## src/hdl/ppu_pkg.sv

```systemverilog
// shared widths, types and constants of the N64 video input PPU, imported by every RTL module
package ppu_pkg;

  // ==================================================
  // widths
  // ==================================================
  localparam int COLOR_W_I  = 7;
  localparam int COLOR_W_O  = 8;
  localparam int SYNC_W     = 4;
  localparam int LINE_CNT_W = 10;

  // bit positions inside sync_t
  localparam int SYNC_NVSYNC_BIT = 3;
  localparam int SYNC_NHSYNC_BIT = 1;

  // field classification in lines per field
  localparam int PAL_LINE_THRESHOLD = 288;
  localparam int MIN_FIELD_LINES    = 200;

  typedef logic [COLOR_W_I-1:0]  color_i_t;
  typedef logic [COLOR_W_O-1:0]  color_o_t;
  // {nVSYNC, nCLAMP, nHSYNC, nCSYNC}, all active low
  typedef logic [SYNC_W-1:0]     sync_t;
  typedef logic [LINE_CNT_W-1:0] line_cnt_t;

  // ==================================================
  // configuration and video mode
  // ==================================================
  typedef enum logic [2:0] {
    RES_480P  = 3'd0,
    RES_720P  = 3'd1,
    RES_960P  = 3'd2,
    RES_1080P = 3'd3,
    RES_1200P = 3'd4,
    RES_1440P = 3'd5,
    RES_240P  = 3'd6
  } target_res_e;

  typedef struct packed {
    target_res_e target_res;
    logic        use_vga_480p;
    logic        force60;
    logic        force50;
    logic        low_latency;
    logic        color16;
  } ppu_cfg_t;

  typedef struct packed {
    target_res_e target_res;
    logic        is_50hz;
  } vmode_t;

  typedef struct packed {
    logic detected;
    logic pal;
    logic n64_480i;
  } vinfo_t;

  typedef struct packed {
    vinfo_t vinfo;
    vmode_t vmode;
    logic   llm;
    logic   color16;
  } ppu_state_t;

  typedef struct packed {
    sync_t    sync;
    color_o_t red;
    color_o_t green;
    color_o_t blue;
  } pixel_t;

  // ==================================================
  // state machines
  // ==================================================
  typedef enum logic [1:0] {PH_SYNC, PH_RED, PH_GREEN, PH_BLUE} demux_phase_e;

  typedef enum logic {HS_IDLE, HS_ACK} cfg_hs_e;

endpackage
```

## src/hdl/ppu_top.sv

```systemverilog
// top level of the N64 video input PPU; connects the config controller, demux and vinfo
module ppu_top (
  input  logic                N64_CLK_i,
  input  logic                rst_n_i,
  input  logic                nVDSYNC_i,
  input  ppu_pkg::color_i_t   VD_i,
  input  logic                cfg_req_i,
  input  ppu_pkg::ppu_cfg_t   cfg_i,
  output logic                cfg_ack_o,
  output ppu_pkg::ppu_state_t state_o,
  output logic                vclk_sel_o,
  output ppu_pkg::pixel_t     pix_o,
  output logic                pix_valid_o
);

  import ppu_pkg::*;

  logic   color16;
  sync_t  sync;
  logic   sync_valid;
  vinfo_t vinfo;

  ppu_cfg_ctrl cfg_ctrl_i (
    .N64_CLK_i  (N64_CLK_i),
    .rst_n_i    (rst_n_i),
    .cfg_req_i  (cfg_req_i),
    .cfg_i      (cfg_i),
    .cfg_ack_o  (cfg_ack_o),
    .vinfo_i    (vinfo),
    .color16_o  (color16),
    .vclk_sel_o (vclk_sel_o),
    .state_o    (state_o)
  );

  n64_vdemux vdemux_i (
    .N64_CLK_i    (N64_CLK_i),
    .rst_n_i      (rst_n_i),
    .nVDSYNC_i    (nVDSYNC_i),
    .VD_i         (VD_i),
    .color16_i    (color16),
    .sync_o       (sync),
    .sync_valid_o (sync_valid),
    .pix_o        (pix_o),
    .pix_valid_o  (pix_valid_o)
  );

  n64_vinfo vinfo_i (
    .N64_CLK_i    (N64_CLK_i),
    .rst_n_i      (rst_n_i),
    .sync_i       (sync),
    .sync_valid_i (sync_valid),
    .vinfo_o      (vinfo)
  );

endmodule

```

## src/hdl/n64_vinfo.sv

```systemverilog
// counts lines per field from the sampled sync bits and derives detected, PAL and 480i flags
module n64_vinfo (
  input  logic            N64_CLK_i,
  input  logic            rst_n_i,
  input  ppu_pkg::sync_t  sync_i,
  input  logic            sync_valid_i,
  output ppu_pkg::vinfo_t vinfo_o
);

  import ppu_pkg::*;

  logic      vsync_prev;
  logic      hsync_prev;
  line_cnt_t line_cnt;
  logic      prev_parity;
  logic      good_prev;

  logic      field_end;
  logic      hsync_fall;
  line_cnt_t cnt_now;
  logic      field_ok;

  assign field_end  = sync_valid_i & vsync_prev & ~sync_i[SYNC_NVSYNC_BIT];
  assign hsync_fall = hsync_prev & ~sync_i[SYNC_NHSYNC_BIT];
  assign cnt_now    = line_cnt + line_cnt_t'(hsync_fall);
  assign field_ok   = (cnt_now >= line_cnt_t'(MIN_FIELD_LINES));

  // ==================================================
  // edge history and line counter
  // ==================================================
  always_ff @(posedge N64_CLK_i or negedge rst_n_i) begin
    if (!rst_n_i) begin
      vsync_prev <= 1'b1;
      hsync_prev <= 1'b1;
      line_cnt   <= '0;
    end else if (sync_valid_i) begin
      vsync_prev <= sync_i[SYNC_NVSYNC_BIT];
      hsync_prev <= sync_i[SYNC_NHSYNC_BIT];
      if (field_end) begin
        line_cnt <= '0;
      end else begin
        line_cnt <= cnt_now;
      end
    end
  end

  // ==================================================
  // per-field flag update
  // ==================================================
  always_ff @(posedge N64_CLK_i or negedge rst_n_i) begin
    if (!rst_n_i) begin
      vinfo_o     <= '0;
      prev_parity <= 1'b0;
      good_prev   <= 1'b0;
    end else if (field_end) begin
      vinfo_o.pal <= (cnt_now > line_cnt_t'(PAL_LINE_THRESHOLD));
      if (field_ok) begin
        // interlaced fields alternate between odd and even line counts
        vinfo_o.n64_480i <= cnt_now[0] ^ prev_parity;
        prev_parity      <= cnt_now[0];
        if (good_prev) begin
          vinfo_o.detected <= 1'b1;
        end
        good_prev <= 1'b1;
      end else begin
        vinfo_o.detected <= 1'b0;
        good_prev        <= 1'b0;
      end
    end
  end

  // a stalled vsync must not let the count roll over silently
  a_line_cnt_no_wrap : assert property (
    @(posedge N64_CLK_i) disable iff (!rst_n_i)
    (sync_valid_i && hsync_fall && !field_end) |-> (line_cnt != '1)
  );

endmodule

```

## src/hdl/n64_vdemux.sv

```systemverilog
// splits the multiplexed N64 video bus into sync samples and expanded RGB pixels
module n64_vdemux (
  input  logic              N64_CLK_i,
  input  logic              rst_n_i,
  input  logic              nVDSYNC_i,
  input  ppu_pkg::color_i_t VD_i,
  input  logic              color16_i,
  output ppu_pkg::sync_t    sync_o,
  output logic              sync_valid_o,
  output ppu_pkg::pixel_t   pix_o,
  output logic              pix_valid_o
);

  import ppu_pkg::*;

  demux_phase_e phase;
  color_i_t     red_q;
  color_i_t     green_q;

  // 7 to 8 bit with MSB replicated into the LSB
  // 16-bit mode drops to 5:6:5 precision
  function automatic color_o_t expand_color(input color_i_t c, input logic c16,
                                            input logic is_green);
    color_o_t x;
    x = {c, c[COLOR_W_I-1]};
    if (c16) begin
      if (is_green) begin
        x[1:0] = 2'b00;
      end else begin
        x[2:0] = 3'b000;
      end
    end
    return x;
  endfunction

  // ==================================================
  // phase tracking and control
  // ==================================================
  always_ff @(posedge N64_CLK_i or negedge rst_n_i) begin
    if (!rst_n_i) begin
      phase        <= PH_SYNC;
      sync_valid_o <= 1'b0;
      pix_valid_o  <= 1'b0;
    end else begin
      sync_valid_o <= 1'b0;
      pix_valid_o  <= 1'b0;
      if (!nVDSYNC_i) begin
        // sync phase restarts the sequence
        phase        <= PH_RED;
        sync_valid_o <= 1'b1;
      end else begin
        case (phase)
          PH_RED:   phase <= PH_GREEN;
          PH_GREEN: phase <= PH_BLUE;
          PH_BLUE: begin
            phase       <= PH_SYNC;
            pix_valid_o <= 1'b1;
          end
          default:  phase <= PH_SYNC;
        endcase
      end
    end
  end

  // ==================================================
  // sample and pixel registers
  // ==================================================
  always_ff @(posedge N64_CLK_i) begin
    if (!nVDSYNC_i) begin
      sync_o <= VD_i[SYNC_W-1:0];
    end else begin
      case (phase)
        PH_RED:   red_q   <= VD_i;
        PH_GREEN: green_q <= VD_i;
        PH_BLUE: begin
          pix_o.sync  <= sync_o;
          pix_o.red   <= expand_color(red_q, color16_i, 1'b0);
          pix_o.green <= expand_color(green_q, color16_i, 1'b1);
          pix_o.blue  <= expand_color(VD_i, color16_i, 1'b0);
        end
        default: ;
      endcase
    end
  end

  // one pixel per four bus cycles at most
  a_pix_valid_pulse : assert property (
    @(posedge N64_CLK_i) disable iff (!rst_n_i)
    pix_valid_o |=> !pix_valid_o
  );

endmodule

```

## src/hdl/ppu_cfg_ctrl.sv

```systemverilog
// config handshake and output mode decoder; latches the config word and reports the PPU state
module ppu_cfg_ctrl (
  input  logic                 N64_CLK_i,
  input  logic                 rst_n_i,
  input  logic                 cfg_req_i,
  input  ppu_pkg::ppu_cfg_t    cfg_i,
  output logic                 cfg_ack_o,
  input  ppu_pkg::vinfo_t      vinfo_i,
  output logic                 color16_o,
  output logic                 vclk_sel_o,
  output ppu_pkg::ppu_state_t  state_o
);

  import ppu_pkg::*;

  cfg_hs_e  hs_state;
  ppu_cfg_t cfg_q;

  logic direct_mode;
  logic llm;
  logic is_50hz;
  logic vclk_sel;

  // ==================================================
  // four-phase req/ack handshake
  // ==================================================
  always_ff @(posedge N64_CLK_i or negedge rst_n_i) begin
    if (!rst_n_i) begin
      hs_state <= HS_IDLE;
      cfg_q    <= '0;
    end else begin
      case (hs_state)
        HS_IDLE: begin
          if (cfg_req_i) begin
            cfg_q    <= cfg_i;
            hs_state <= HS_ACK;
          end
        end
        HS_ACK: begin
          // hold ack until the requester lets go
          if (!cfg_req_i) begin
            hs_state <= HS_IDLE;
          end
        end
        default: hs_state <= HS_IDLE;
      endcase
    end
  end

  assign cfg_ack_o = (hs_state == HS_ACK);
  assign color16_o = cfg_q.color16;

  // ==================================================
  // mode decode
  // ==================================================
  assign direct_mode = (cfg_q.target_res == RES_240P);
  // 240p direct output always runs low latency
  assign llm = cfg_q.low_latency | direct_mode;

  always_comb begin
    if (llm) begin
      // no Hz forcing in llm, follow the input
      is_50hz = vinfo_i.pal;
    end else if (cfg_q.force60) begin
      is_50hz = 1'b0;
    end else if (cfg_q.force50) begin
      is_50hz = 1'b1;
    end else begin
      is_50hz = vinfo_i.pal;
    end
  end

  always_comb begin
    if (llm) begin
      vclk_sel = vinfo_i.n64_480i;
    end else begin
      case (cfg_q.target_res)
        RES_1440P, RES_1080P, RES_720P: vclk_sel = 1'b0;
        RES_480P:                       vclk_sel = ~cfg_q.use_vga_480p;
        default:                        vclk_sel = 1'b1;
      endcase
    end
  end

  always_ff @(posedge N64_CLK_i or negedge rst_n_i) begin
    if (!rst_n_i) begin
      state_o    <= '0;
      vclk_sel_o <= 1'b0;
    end else begin
      state_o.vinfo            <= vinfo_i;
      state_o.vmode.target_res <= cfg_q.target_res;
      state_o.vmode.is_50hz    <= is_50hz;
      state_o.llm              <= llm;
      state_o.color16          <= cfg_q.color16;
      vclk_sel_o               <= vclk_sel;
    end
  end

  // ack only ever answers a pending request
  a_ack_after_req : assert property (
    @(posedge N64_CLK_i) disable iff (!rst_n_i)
    $rose(cfg_ack_o) |-> $past(cfg_req_i)
  );

endmodule

```

## config.mk

```make
export PLATFORM = sky130hd
export DESIGN_NAME = ppu_top
export DESIGN_NICKNAME = d
export VERILOG_FILES = /design/src/hdl/ppu_pkg.sv /design/src/hdl/ppu_top.sv /design/src/hdl/n64_vinfo.sv /design/src/hdl/n64_vdemux.sv /design/src/hdl/ppu_cfg_ctrl.sv
export SDC_FILE = /design/constraint.sdc
export NUM_CORES = 1
export LEC_CHECK = 0
export ABC_AREA = 1
export ABC_CLOCK_PERIOD_IN_PS = 2250
export BUFFER_PORTS_ARGS = -buffer_cell sky130_fd_sc_hd__buf_2
export CORE_MARGIN = 2
export CORE_UTILIZATION = 30
export DETAILED_ROUTE_END_ITERATION = 8
export GPL_TIMING_DRIVEN = 0
export SYNTH_ARGS = -nofsm -noshare
export SYNTH_HDL_FRONTEND = slang
export SYNTH_SLANG_ARGS = --single-unit
```

## constraint.sdc

```tcl
create_clock -name N64_CLK_i -period 2.25 [get_ports N64_CLK_i]
set_input_delay 0.225 -clock N64_CLK_i [delete_from_list [all_inputs] [get_ports N64_CLK_i]]
set_output_delay 0.225 -clock N64_CLK_i [all_outputs]
set_load 0.005 [all_outputs]
```

==> qor.yml, run 1 <==
clock_network:
  cts_tree: "done"
  root_buffer: "clkbuf_8"
  clk_pin_slew_ns: 0.09
  clk_latency_ns: 0.34
  cts_inserted_buffers: 9
  h-tree-depth: 3
  clock-sinks: 86
  clockBufferDepth: 2
logic_synthesis:
  synthAdderAreaFrac_pct: 1.92
  yosysWarningCount: 0
  ys_seq_area_share_pct: 73.1
  synth_edf_count: 46
  ys_async_sr_fraction_pct: 46.5
  synthesis.area_sq_mm: 0.00326
  synth_nets: 287
  synth_cell_types: 25
  ys_seq_elements: 86
  synth-xor-area-share_pct: 0.269
  synthSimpleGateAreaFrac_pct: 13.3
  synth_compound_area_share_pct: 4.53
  muxShareOfSynthArea_pct: 1.73
  synth_flop_cell: "edfxtp_1"
  syn_inst: 263
  syn_avg_cell_area_sq_um: 12.4
  synth_top_family_by_area: "simple AND/OR/NAND/NOR gates"
finish:
  utilization_pct: 36.9
  areaGrowthSynthToFinish_pct: 21.4
  fillers: 1076
  finalNonFillerCells: 480
  drive_gt1_share_pct: 28.8
  final_common_cell: "buf_2"
  nNetsFinal: 359
  num_antenna_cells: 0
  multi_input_area_sq_um: 713
  final_cell_mix: "58 x buf_2, 46 x edfxtp_1, 43 x nand2_1"
  layout.area.seq_sq_mm: 0.00238
die:
  ios: 59
  die_y_um: 108
  rows: 38
  die_x_um: 108
  core_region_area_sq_mm: 0.0107
  initial_core_util_pct: 30.4
  die_area_sq_mm: 0.0117
detailed_routing:
  drt_first_pass_iters: 4
  routedWlPerCell_um: 11.2
  ant_nets: 0
  via_per_inst: 4.24
  drt-initial-drc-count: 222
  num_vias: 2034
  remaining_drc_errors: 0
  wl_um: 5370
setup_path:
  criticalPathCategory: "flop to flop"
  worst_ep_required_time_ns: 2.49
  cpPeakStageDelay_ns: 0.52
  cp.arrival_ns: 2.27
  cp_slowest_cell: "dfstp_2"
  startpoint_type: "flop"
  path_cells: "inv_1 -> nor2_1 -> ha_2 -> ha_2 -> nand3_1 -> inv_1 -> nand3_1 -> nand2_1 -> inv_1 -> nor2_4 -> nand2_2 -> nand2_2 -> o21ai_1"
  endpoint_kind: "flop"
  worstPathMaxFanout: 4
  crit_top_cell: "inv_1"
flow_run:
  cap_violations: 0
pwr:
  vdd_ir_drop_max_mv: 0.299
  power_density_mw_per_mm2: 789
  p_leak_uw: 0.00177
sta:
  setup_viol: 0
  layout_worst_path_cycle_share_pct: 90.3
  maxSlewHeadroom_pct: 28.9
  finalHoldViolCount: 7
  holdWs_ns: -0.00437
  worst_pin_slew_ns: 1.07
  final_max_slew_viol_count: 0
  clock-skew-final_ns: 0.00847
  rsz0062_at_grt: "false"
  period_needed_ns: 2.03
  setup_tns_ns: 0
  timing.fmax_ghz: 0.492
run_status:
  run_status: "finished, violations left"
  violations: "negative hold slack"
global_route:
  grt_max_degree: 41
  grt_remaining_overflow: 0
  grt_pass1_vias: 1963
  grtUsageTotal_pct: 9.90
  grt_first_pass_wirelength_um: 8870
  antenna_found_initial: 0
placed_design:
  place.port_buffers: 58
  gp_congestion: 0.780
  place_hpwl_um: 3750
  dp.cells: 461
worst_hold_path:
  min_path_type: "input pin to async pin"
metal layers:
layer / global-route usage (%) / wire length [um] / up-vias
li1: - / - / 1013
met3: 3.25 / 312 / 7
met5: 0 / 0 / -
met2: 15.8 / 2510 / 59
met1: 11.9 / 2450 / 955
met4: 5.31 / 93 / 0
synth_stat cells (3+ instances only):
master	instances	area (sq um)
a21oi_1	3	15.0
clkbuf_1	4	15.0
dfrtp_1	38	951
edfxtp_1	46	1380
ha_1	5	62.6
inv_1	41	154
mux2_2	5	56.3
nand2_1	43	161
nand2_2	7	43.8
nand3_1	13	65.1
nor2_1	25	93.8
nor2_2	3	18.8
o21ai_0	6	30.0
o21ai_1	3	15.0
o22ai_1	8	50.1
power by group:
group	internal, uW	total [uW]	switching [uW]
clock network	439	1050	608
logic	108	263	155
registers	1770	1810	44.4
total	2320	3120	807
final cells by class:
class,count,area share (%)
Clock inverter,7,1.99
Sequential cell,86,60.2
Buffer,4,0.379
Timing Repair Buffer,61,7.96
Clock buffer,9,3.13
Inverter,41,3.89
Multi-Input combinational cell,132,18.0
Tap cell,140,4.42
sequential cells by signal, indices dropped and copies added, names as in the netlist, 2 cells and up:
| name | flops |
|---|---|
| vdemux_i.pix_o | 28 |
| vdemux_i.sync_o | 4 |
| vinfo_i.line_cnt | 10 |
| vdemux_i.green_q | 7 |
| vdemux_i.red_q | 7 |
| vdemux_i.phase | 2 |
| vinfo_i.vinfo_o | 3 |
| cfg_ctrl_i.cfg_q | 7 |
| cfg_ctrl_i.state_o | 9 |
final timing paths:
kind / start / endpoint / slack (ns) / cells after the start
worst min register to register: cfg_ctrl_i.color16_o$_DFFE_PN0P_ / cfg_ctrl_i.state_o[0]$_DFF_PN0_ / 0.38 / 0
min in group N64_CLK_i: VD_i[4] / vdemux_i.pix_o[5]$_DFFE_PP_ / 0.08 / 1
worst max register to register: vinfo_i.hsync_prev$_DFFE_PN1P_ / vinfo_i.good_prev$_DFFE_PN0P_ / 0.22 / 13
worst max-delay path: vinfo_i.hsync_prev$_DFFE_PN1P_ / vinfo_i.good_prev$_DFFE_PN0P_ / 0.22 / 13
max in group asynchronous: rst_n_i / cfg_ctrl_i.cfg_ack_o$_DFF_PN0_ / 1.71 / 1
worst min-delay path: rst_n_i / vinfo_i.vinfo_o[0]$_DFFE_PN0P_ / -0.004 / 1
through the flow:
stage	area, sq um	power [uW]	setup slack (ns)
2_1_floorplan	3260	1990	0.351
3_3_place_gp	3730	2100	0.0712
3_5_place_dp	3730	2110	0.0737
4_1_cts	3940	3160	0.0614
5_1_grt	3960	3280	0.0253
6_report	3960	3120	0.217
worst max-delay path, delay by kind of cell (launching register included):
kind	cells	cell delay, ns
buffers and inverters	3	0.23
adders and majority gates	2	0.43
AOI/OAI and AO/OA	1	0.06
DFF	1	0.52
and+or+nand+nor	7	0.69
kinds of logic (layout without fill, tap and decap cells):
kind of cell,after synthesis,count (layout)
muxes,5,5
xor gates and xnor gates,1,1
buffers and inverters,45,122
DFF,86,86
adders and majority gates,5,5
and+or+nand+nor,96,96
AOI/OAI and AO/OA,25,25
timing repair:
item | in CTS | in global routing
gates resized for setup | 0 | 3
hold buffers | 1 | 0
endpoints found under the hold margin | 1 | 0
setup endpoints to repair | 0 | 5
setup buffers | 0 | 2
Power figures use the tool's default switching activity.
==> inputs of run 2 (changes only) <==
--- a/config.mk
+++ b/config.mk
@@ -10,3 +10,2 @@
 export BUFFER_PORTS_ARGS = -buffer_cell sky130_fd_sc_hd__buf_2
-export CORE_MARGIN = 2
 export CORE_UTILIZATION = 30
--- a/constraint.sdc
+++ b/constraint.sdc
@@ -3,2 +3,2 @@
 set_output_delay 0.225 -clock N64_CLK_i [all_outputs]
-set_load 0.005 [all_outputs]
+set_load 0.01 [all_outputs]
==> run 2 against run 1 <==
Net effect: the run still ends with negative hold slack left; sequential power barely moved; via count fell by 1.8%; total power rose by 2.3%; count of clock-buffer cells in the layout rose by 1; wire length rose by 9.6%; sequential share of layout area rose by 0.27 points; worst setup slack improved by 0.043 ns.
==> qor.yml, run 2 (synthesis results as in run 1) <==
run_status:
  run_status: "finished, violations left"
  violations: "negative hold slack"
detailed_routing:
  drt_first_pass_iters: 4  # unchanged
  routedWlPerCell_um: 12.4  # +11%
  ant_nets: 0  # unchanged
  via_per_inst: 4.21  # -0.74%
  met2_length_um: 2820  # +13%
  wl_um: 5880  # +9.6%
  drt-initial-drc-count: 121  # -45%
  wl_met3_um: 231  # -26%
  met1Wirelength_um: 2750  # +12%
  remaining_drc_errors: 0  # unchanged
  highest_layer: "met4"
  num_vias: 1998  # -1.8%
pwr:
  vdd_ir_drop_max_mv: 0.327  # +9.2%
  p_leak_uw: 0.00176  # -0.58%
  power_density_mw_per_mm2: 811  # +2.8%
die:
  die_y_um: 106  # -1.8%
  initial_core_util_pct: 31.3  # +0.96 points
  core_region_area_sq_mm: 0.0104  # -3.1%
  die_area_sq_mm: 0.0113  # -3.7%
  rows: 37  # -2.6%
  die_x_um: 106  # -1.8%
  ios: 59  # unchanged
clock_network:
  clk_latency_ns: 0.35  # about the same
  cts_tree: "done"
  clock-sinks: 86  # unchanged
  clk_pin_slew_ns: 0.09  # about the same
  clockBufferDepth: 2  # unchanged
  h-tree-depth: 3  # unchanged
  cts_inserted_buffers: 9  # unchanged
  root_buffer: "clkbuf_8"
global_route:
  grt_pass1_vias: 1983  # +1.0%
  antenna_found_initial: 0  # unchanged
  grt_first_pass_wirelength_um: 9660  # +9.0%
  grt_max_degree: 41  # unchanged
  grtUsageTotal_pct: 11.2  # +1.3 points
  grt_remaining_overflow: 0  # unchanged
setup_path:
  cp_slowest_cell: "dfstp_2"
  crit_top_cell: "nand2_1"
  cpPeakStageDelay_ns: 0.52  # about the same
  startpoint_type: "flop"
  path_cells: "inv_1 -> nor2_1 -> ha_2 -> ha_2 -> nand2_1 -> o21ai_0 -> nand2_1 -> nor2_2 -> nand2_2 -> nand2_2 -> nand2_2 -> nand2_1 -> nand2_1"
  criticalPathCategory: "flop to flop"
  cp.arrival_ns: 2.23  # -0.04 ns
  worst_ep_required_time_ns: 2.49  # about the same
  endpoint_kind: "flop"
  worstPathMaxFanout: 4  # unchanged
  r2r-start: "vinfo_i.hsync_prev$_DFFE_PN1P_"
  r2r_slack_ns: 0.26  # +0.04 ns
  crit_start: "vinfo_i.hsync_prev$_DFFE_PN1P_"
finish:
  drive_gt1_share_pct: 28.0  # -0.80 points
  nNetsFinal: 358  # -0.28%
  top_register: "vdemux_i.pix_o"
  largest_reg_flops: 28  # unchanged
  areaGrowthSynthToFinish_pct: 20.9
  final_common_cell: "buf_2"
  fillers: 1016  # -5.6%
  final_cell_mix: "58 x buf_2, 46 x edfxtp_1, 43 x nand2_1"
  top_regs: "vdemux_i.pix_o x28, vinfo_i.line_cnt x10, cfg_ctrl_i.state_o x9"
  finalNonFillerCells: 475  # -1.0%
  num_antenna_cells: 0  # unchanged
placed_design:
  place_hpwl_um: 4060  # +8.4%
  preCtsSetupSlack_ns: 0.107  # +0.0331 ns
  gp_congestion: 0.775  # -0.70%
  dp.cells: 457  # -0.87%
  place.port_buffers: 58  # unchanged
sta:
  setup_tns_ns: 0  # unchanged
  fin_ws_ns: 0.261  # +0.0432 ns
  final_max_slew_viol_count: 0  # unchanged
  rsz0062_at_grt: "false"
  finalHoldViolCount: 1  # -6
  period_needed_ns: 1.99  # -0.0432 ns
  setup_viol: 0  # unchanged
  holdWs_ns: -0.00209  # +0.00228 ns
  timing.fmax_ghz: 0.503  # +2.2%
  layout_worst_path_cycle_share_pct: 88.4  # -1.9 points
  worst_pin_slew_ns: 1.10  # +0.0325 ns
  maxSlewHeadroom_pct: 26.7  # -2.2 points
  clock-skew-final_ns: 0.0171  # +0.00865 ns
flow_run:
  cap_violations: 0  # unchanged
worst_hold_path:
  min_path_type: "input pin to async pin"
==> run 2: cell count changes in the layout (fill, tap and decap cells not counted), sizes merged <==
cell,previous run,this run
clkbuf,13,14
inv,44,43
clkinvlp,0,1
clkinv,4,2
buf,60,59
bufinv,0,1
==> run 2: metrics by stage <==
stage	total power, uW	area, sq um	util, %
CTS	3230	3930	37.7
detailed placement	2130	3720	35.7
finish	3200	3940	37.8
global placement	2120	3720	35.7
floorplan	2010	3260	-
global route	3330	3940	37.8
==> run 2: what timing repair did <==
action | CTS | global route
buffers inserted | 0 | 1
hold buffers | 1 | 0
endpoints found under the setup margin | 0 | 5
resized for setup | 0 | 2
hold endpoints to repair | 1 | 0
==> run 2: metal layers <==
layer  GRT usage, %  up-vias
met1           14.6      941
li1               -     1009
met3           3.07        6
met4           4.46        0
met2           17.5       42
met5              0        -
==> run 2: path summary, 6_finish.rpt <==
kind,depth (start not counted),end
min,1,vdemux_i.sync_valid_o$_DFF_PN0_
max reg2reg,13,vinfo_i.vinfo_o[0]$_DFFE_PN0P_
min reg2reg,0,cfg_ctrl_i.state_o[0]$_DFF_PN0_
max,13,vinfo_i.vinfo_o[0]$_DFFE_PN0P_
max in group asynchronous,1,vdemux_i.phase[0]$_DFF_PN0_
min in group N64_CLK_i,1,vdemux_i.pix_o[6]$_DFFE_PP_
==> run 2: report_power, final <==
group	switching (uW)	total (uW)	internal, uW
clock network	576	1100	524
logic	171	277	106
registers	48.0	1820	1770
==> run 2: layout make-up <==
type	instances	area (sq um)	area share (%)
timing repair buffer	60	308	7.81
multi-input combinational	132	713	18.1
buffer	4	15.0	0.381
clock buffer	10	128	3.24
tap	136	170	4.32
sequential	86	2380	60.5
inverter	41	154	3.90
clock inverter	6	70.1	1.78
==> run 2: worst max-delay path, delay by kind of cell (launching register included) <==
family	cells	cell delay, ns
AOI/OAI and AO/OA	1	0.17
adders and majority gates	2	0.39
buffers and inverters	1	0.04
DFF	1	0.52
and+or+nand+nor	9	0.77
==> inputs of run 3 (changes only) <==
ABC_AREA = default   (was 1)
SLEW_MARGIN = 20   (was default)
==> run 3 against run 2 <==
Net effect: the flow now finishes without violations; critical path depth shrank 4; count of clock-buffer cells in the layout is the same; final cell count shrank 11%; worst hold slack gained 0.012 ns; die area shrank 2.2%; sequential cell count is the same; maximum frequency shrank 9.6%; sequential power grew 3%; total power grew 5.8%; synthesized cell count shrank 21%; clock skew shrank 0.0092 ns; largest cell class unchanged.
==> qor.yml, run 3 <==
pwr:
  p_int_uw: 2590  # +8.1%
  power_frac_comb_pct: 10.0  # +1.3 points
  p_clk_share_pct: 34.5  # about the same
  finalPower_uw: 3380  # +5.8%
  pwr-share-seq_pct: 55.6  # -1.3 points
  vdd_ir_drop_max_mv: 0.371  # +13%
  switchingPower_uw: 789  # -0.82%
  power_density_mw_per_mm2: 846  # +4.4%
  p_leak_uw: 0.00164  # -7.0%
  swShare_pct: 23.3  # -1.6 points
setup_path:
  worst_ep_required_time_ns: 2.48  # about the same
  worstPathMaxFanout: 5  # +1
  cp.arrival_ns: 2.43  # +0.20 ns
  startpoint_type: "flop"
  criticalPathCategory: "flop to flop"
  r2r_slack_ns: 0.05  # -0.21 ns
  endpoint_kind: "flop"
  crit_start: "vinfo_i.hsync_prev$_DFFE_PN1P_"
  r2r-end: "vinfo_i.prev_parity$_DFFE_PN0P_"
  reg2reg_depth: 9  # -4
  r2r-start: "vinfo_i.hsync_prev$_DFFE_PN1P_"
finish:
  final_common_cell: "buf_2"
  top_regs: "vdemux_i.pix_o x28, vinfo_i.line_cnt x10, cfg_ctrl_i.state_o x9"
  final_area_sq_mm: 0.00400  # +1.4%
  areaGrowthSynthToFinish_pct: 25.3
  final_cell_mix: "59 x buf_2, 46 x edfxtp_1, 38 x dfrtp_1"
  layout.area.seq_sq_mm: 0.00238  # unchanged
  drive_gt1_share_pct: 37.6  # +9.6 points
  fillers: 946  # -6.9%
  nNetsFinal: 306  # -15%
  largest_reg_flops: 28  # unchanged
  finalNonFillerCells: 423  # -11%
  multi_input_area_sq_um: 800  # +12%
  num_antenna_cells: 0  # unchanged
  top_register: "vdemux_i.pix_o"
  utilization_pct: 38.7  # +0.88 points
clock_network:
  clockBufferDepth: 2  # unchanged
  root_buffer: "clkbuf_8"
  clk_latency_ns: 0.34  # about the same
  cts_inserted_buffers: 9  # unchanged
  cts_tree: "done"
  clk_pin_slew_ns: 0.08  # about the same
  clock-sinks: 86  # unchanged
  h-tree-depth: 3  # unchanged
die:
  die_area_sq_mm: 0.0111  # -2.2%
  core_region_area_sq_mm: 0.0103  # -0.89%
  initial_core_util_pct: 30.9  # -0.41 points
  die_y_um: 105  # -1.1%
  rows: 37  # unchanged
  ios: 59  # unchanged
  die_x_um: 105  # -1.1%
global_route:
  grt_pass1_vias: 1754  # -12%
  grt_max_degree: 41  # unchanged
  grt_remaining_overflow: 0  # unchanged
  antenna_found_initial: 0  # unchanged
  grtUsageTotal_pct: 9.79  # -1.4 points
  grt_first_pass_wirelength_um: 8400  # -13%
placed_design:
  placed_area_sq_mm: 0.00366  # -1.7%
  gp_congestion: 0.733  # -5.4%
  place.port_buffers: 58  # unchanged
  dp.cells: 401  # -12%
  place_hpwl_um: 3450  # -15%
sta:
  rsz0062_at_grt: "true"
  period_needed_ns: 2.20  # +0.212 ns
  finalHoldViolCount: 0  # -1
  clock-skew-final_ns: 0.00792  # -0.00920 ns
  timing.fmax_ghz: 0.454  # -9.6%
  maxSlewHeadroom_pct: 40.3  # +14 points
  final_max_slew_viol_count: 0  # unchanged
  layout_worst_path_cycle_share_pct: 97.8  # +9.4 points
  holdWs_ns: 0.00968  # +0.0118 ns
  worst_pin_slew_ns: 0.895  # -0.203 ns
  setup_viol: 0  # unchanged
logic_synthesis:
  syn_avg_cell_area_sq_um: 15.4  # +24%
  synth_cell_types: 36  # +44%
  ys_seq_area_share_pct: 74.7  # +1.6 points
  synth_top_area_share_pct: 43.3  # +0.95 points
  synth_edf_count: 46  # unchanged
  syn_inst: 207  # -21%
  ys_seq_elements: 86  # unchanged
  synth_most_common_cell: "edfxtp_1"
  synthesis.area_sq_mm: 0.00319  # -2.2%
  yosys.area.top_type: "edfxtp_1"
  synth_flop_cell: "edfxtp_1"
  ys_top_cells_by_area: "edfxtp_1 43%, dfrtp_1 30%, mux2_2 3.2%"
  ys_async_sr_fraction_pct: 46.5  # unchanged
  synthTopCellsByCount: "46 x edfxtp_1, 38 x dfrtp_1, 16 x inv_1"
  yosysWarningCount: 0  # unchanged
  synth_nets: 231  # -20%
detailed_routing:
  ant_nets: 0  # unchanged
  drt_first_pass_iters: 6  # +2
  remaining_drc_errors: 0  # unchanged
  num_vias: 1833  # -8.3%
  via_per_inst: 4.33  # +3.0%
  routedWlPerCell_um: 12.0  # -3.2%
  drt-initial-drc-count: 87  # -28%
  wl_um: 5070  # -14%
flow_run:
  cap_violations: 0  # unchanged
run_status:
  run_status: "finished, final reports clean"
worst_hold_path:
  min_path_type: "input pin to async pin"
[run 3: changes by cell type in the layout (fill, tap and decap cells not counted), sizes merged, moves of 3 or more]
cell / previous run / this run
xnor2: 0 / 6
nor2b: 0 / 10
buf: 59 / 65
nor2: 30 / 9
inv: 43 / 17
nand2: 50 / 8
mux2: 5 / 11
xor2: 1 / 4
nand3: 13 / 2
nand2b: 0 / 4
and2: 0 / 3
[run 3: how the worst max path moves through the flow]
stage	depth (start not counted)	end	slack, ns
floorplan	10	vinfo_i.prev_parity$_DFFE_PN0P_	0.01
global placement	10	vinfo_i.vinfo_o[0]$_DFFE_PN0P_	-0.21
detailed placement	10	vinfo_i.prev_parity$_DFFE_PN0P_	-0.23
CTS	9	vinfo_i.prev_parity$_DFFE_PN0P_	0.01
global route	9	vinfo_i.prev_parity$_DFFE_PN0P_	-0.02
finish	9	vinfo_i.prev_parity$_DFFE_PN0P_	0.05
[run 3: routing by layer]
metal / track usage [%] / vias to the layer above / wire (um)
met3: 3.18 / 5 / 209
li1: - / 884 / -
met2: 15.8 / 54 / 2460
met1: 12.0 / 890 / 2350
met5: 0 / - / 0
met4: 4.23 / 0 / 48
[run 3: cell type report]
class                      instances  share of cell area (%)
sequential                        86                    59.6
multi-input combinational        100                    20.0
timing repair buffer              65                    8.64
tap                              136                    4.26
clock buffer                      10                    3.19
clock inverter                     6                    2.38
inverter                          16                    1.50
buffer                             4                   0.407
[run 3: power by group through the flow]
stage	clock network [uW]	logic [uW]	registers, uW
finish	1170	337	1880
global route	1270	380	1900
CTS	1200	338	1880
detailed placement	0	317	1910
global placement	0	309	1910
floorplan	0	163	1930
[run 3: cells by family after synthesis]
group / synth area share, %
compound gates: 5.84
xor+xnor: 2.74
buf+inv: 2.55
simple gates: 8.27
fa+ha+maj: 1.96
flops: 74.7
mux: 3.88
[run 3: per-stage QoR]
step                TNS (ns)  worst slack, ns
finish                     0           0.0490
detailed placement    -0.451           -0.231
global route         -0.0412          -0.0242
CTS                        0           0.0100
global placement      -0.414           -0.209
floorplan                  0           0.0115
[run 3: timing repair]
| action | CTS | global route |
|---|---|---|
| resized for setup | 10 | 5 |
| endpoints found under the setup margin | 2 | 4 |
| gates cloned | 0 | 0 |
| pin swaps | 4 | 5 |
| endpoints found under the hold margin | 1 | 0 |
| buffers inserted | 5 | 1 |
| hold buffers | 1 | 0 |
[run 3: worst max-delay path, cell delays in order, from the launching register on]
cell	delay [ns]
dfstp_2	0.54
nor2b_4	0.16
ha_4	0.16
ha_4	0.17
xnor2_2	0.06
a31oi_1	0.22
inv_1	0.08
a211oi_2	0.28
o21ai_2	0.11
mux2_4	0.32
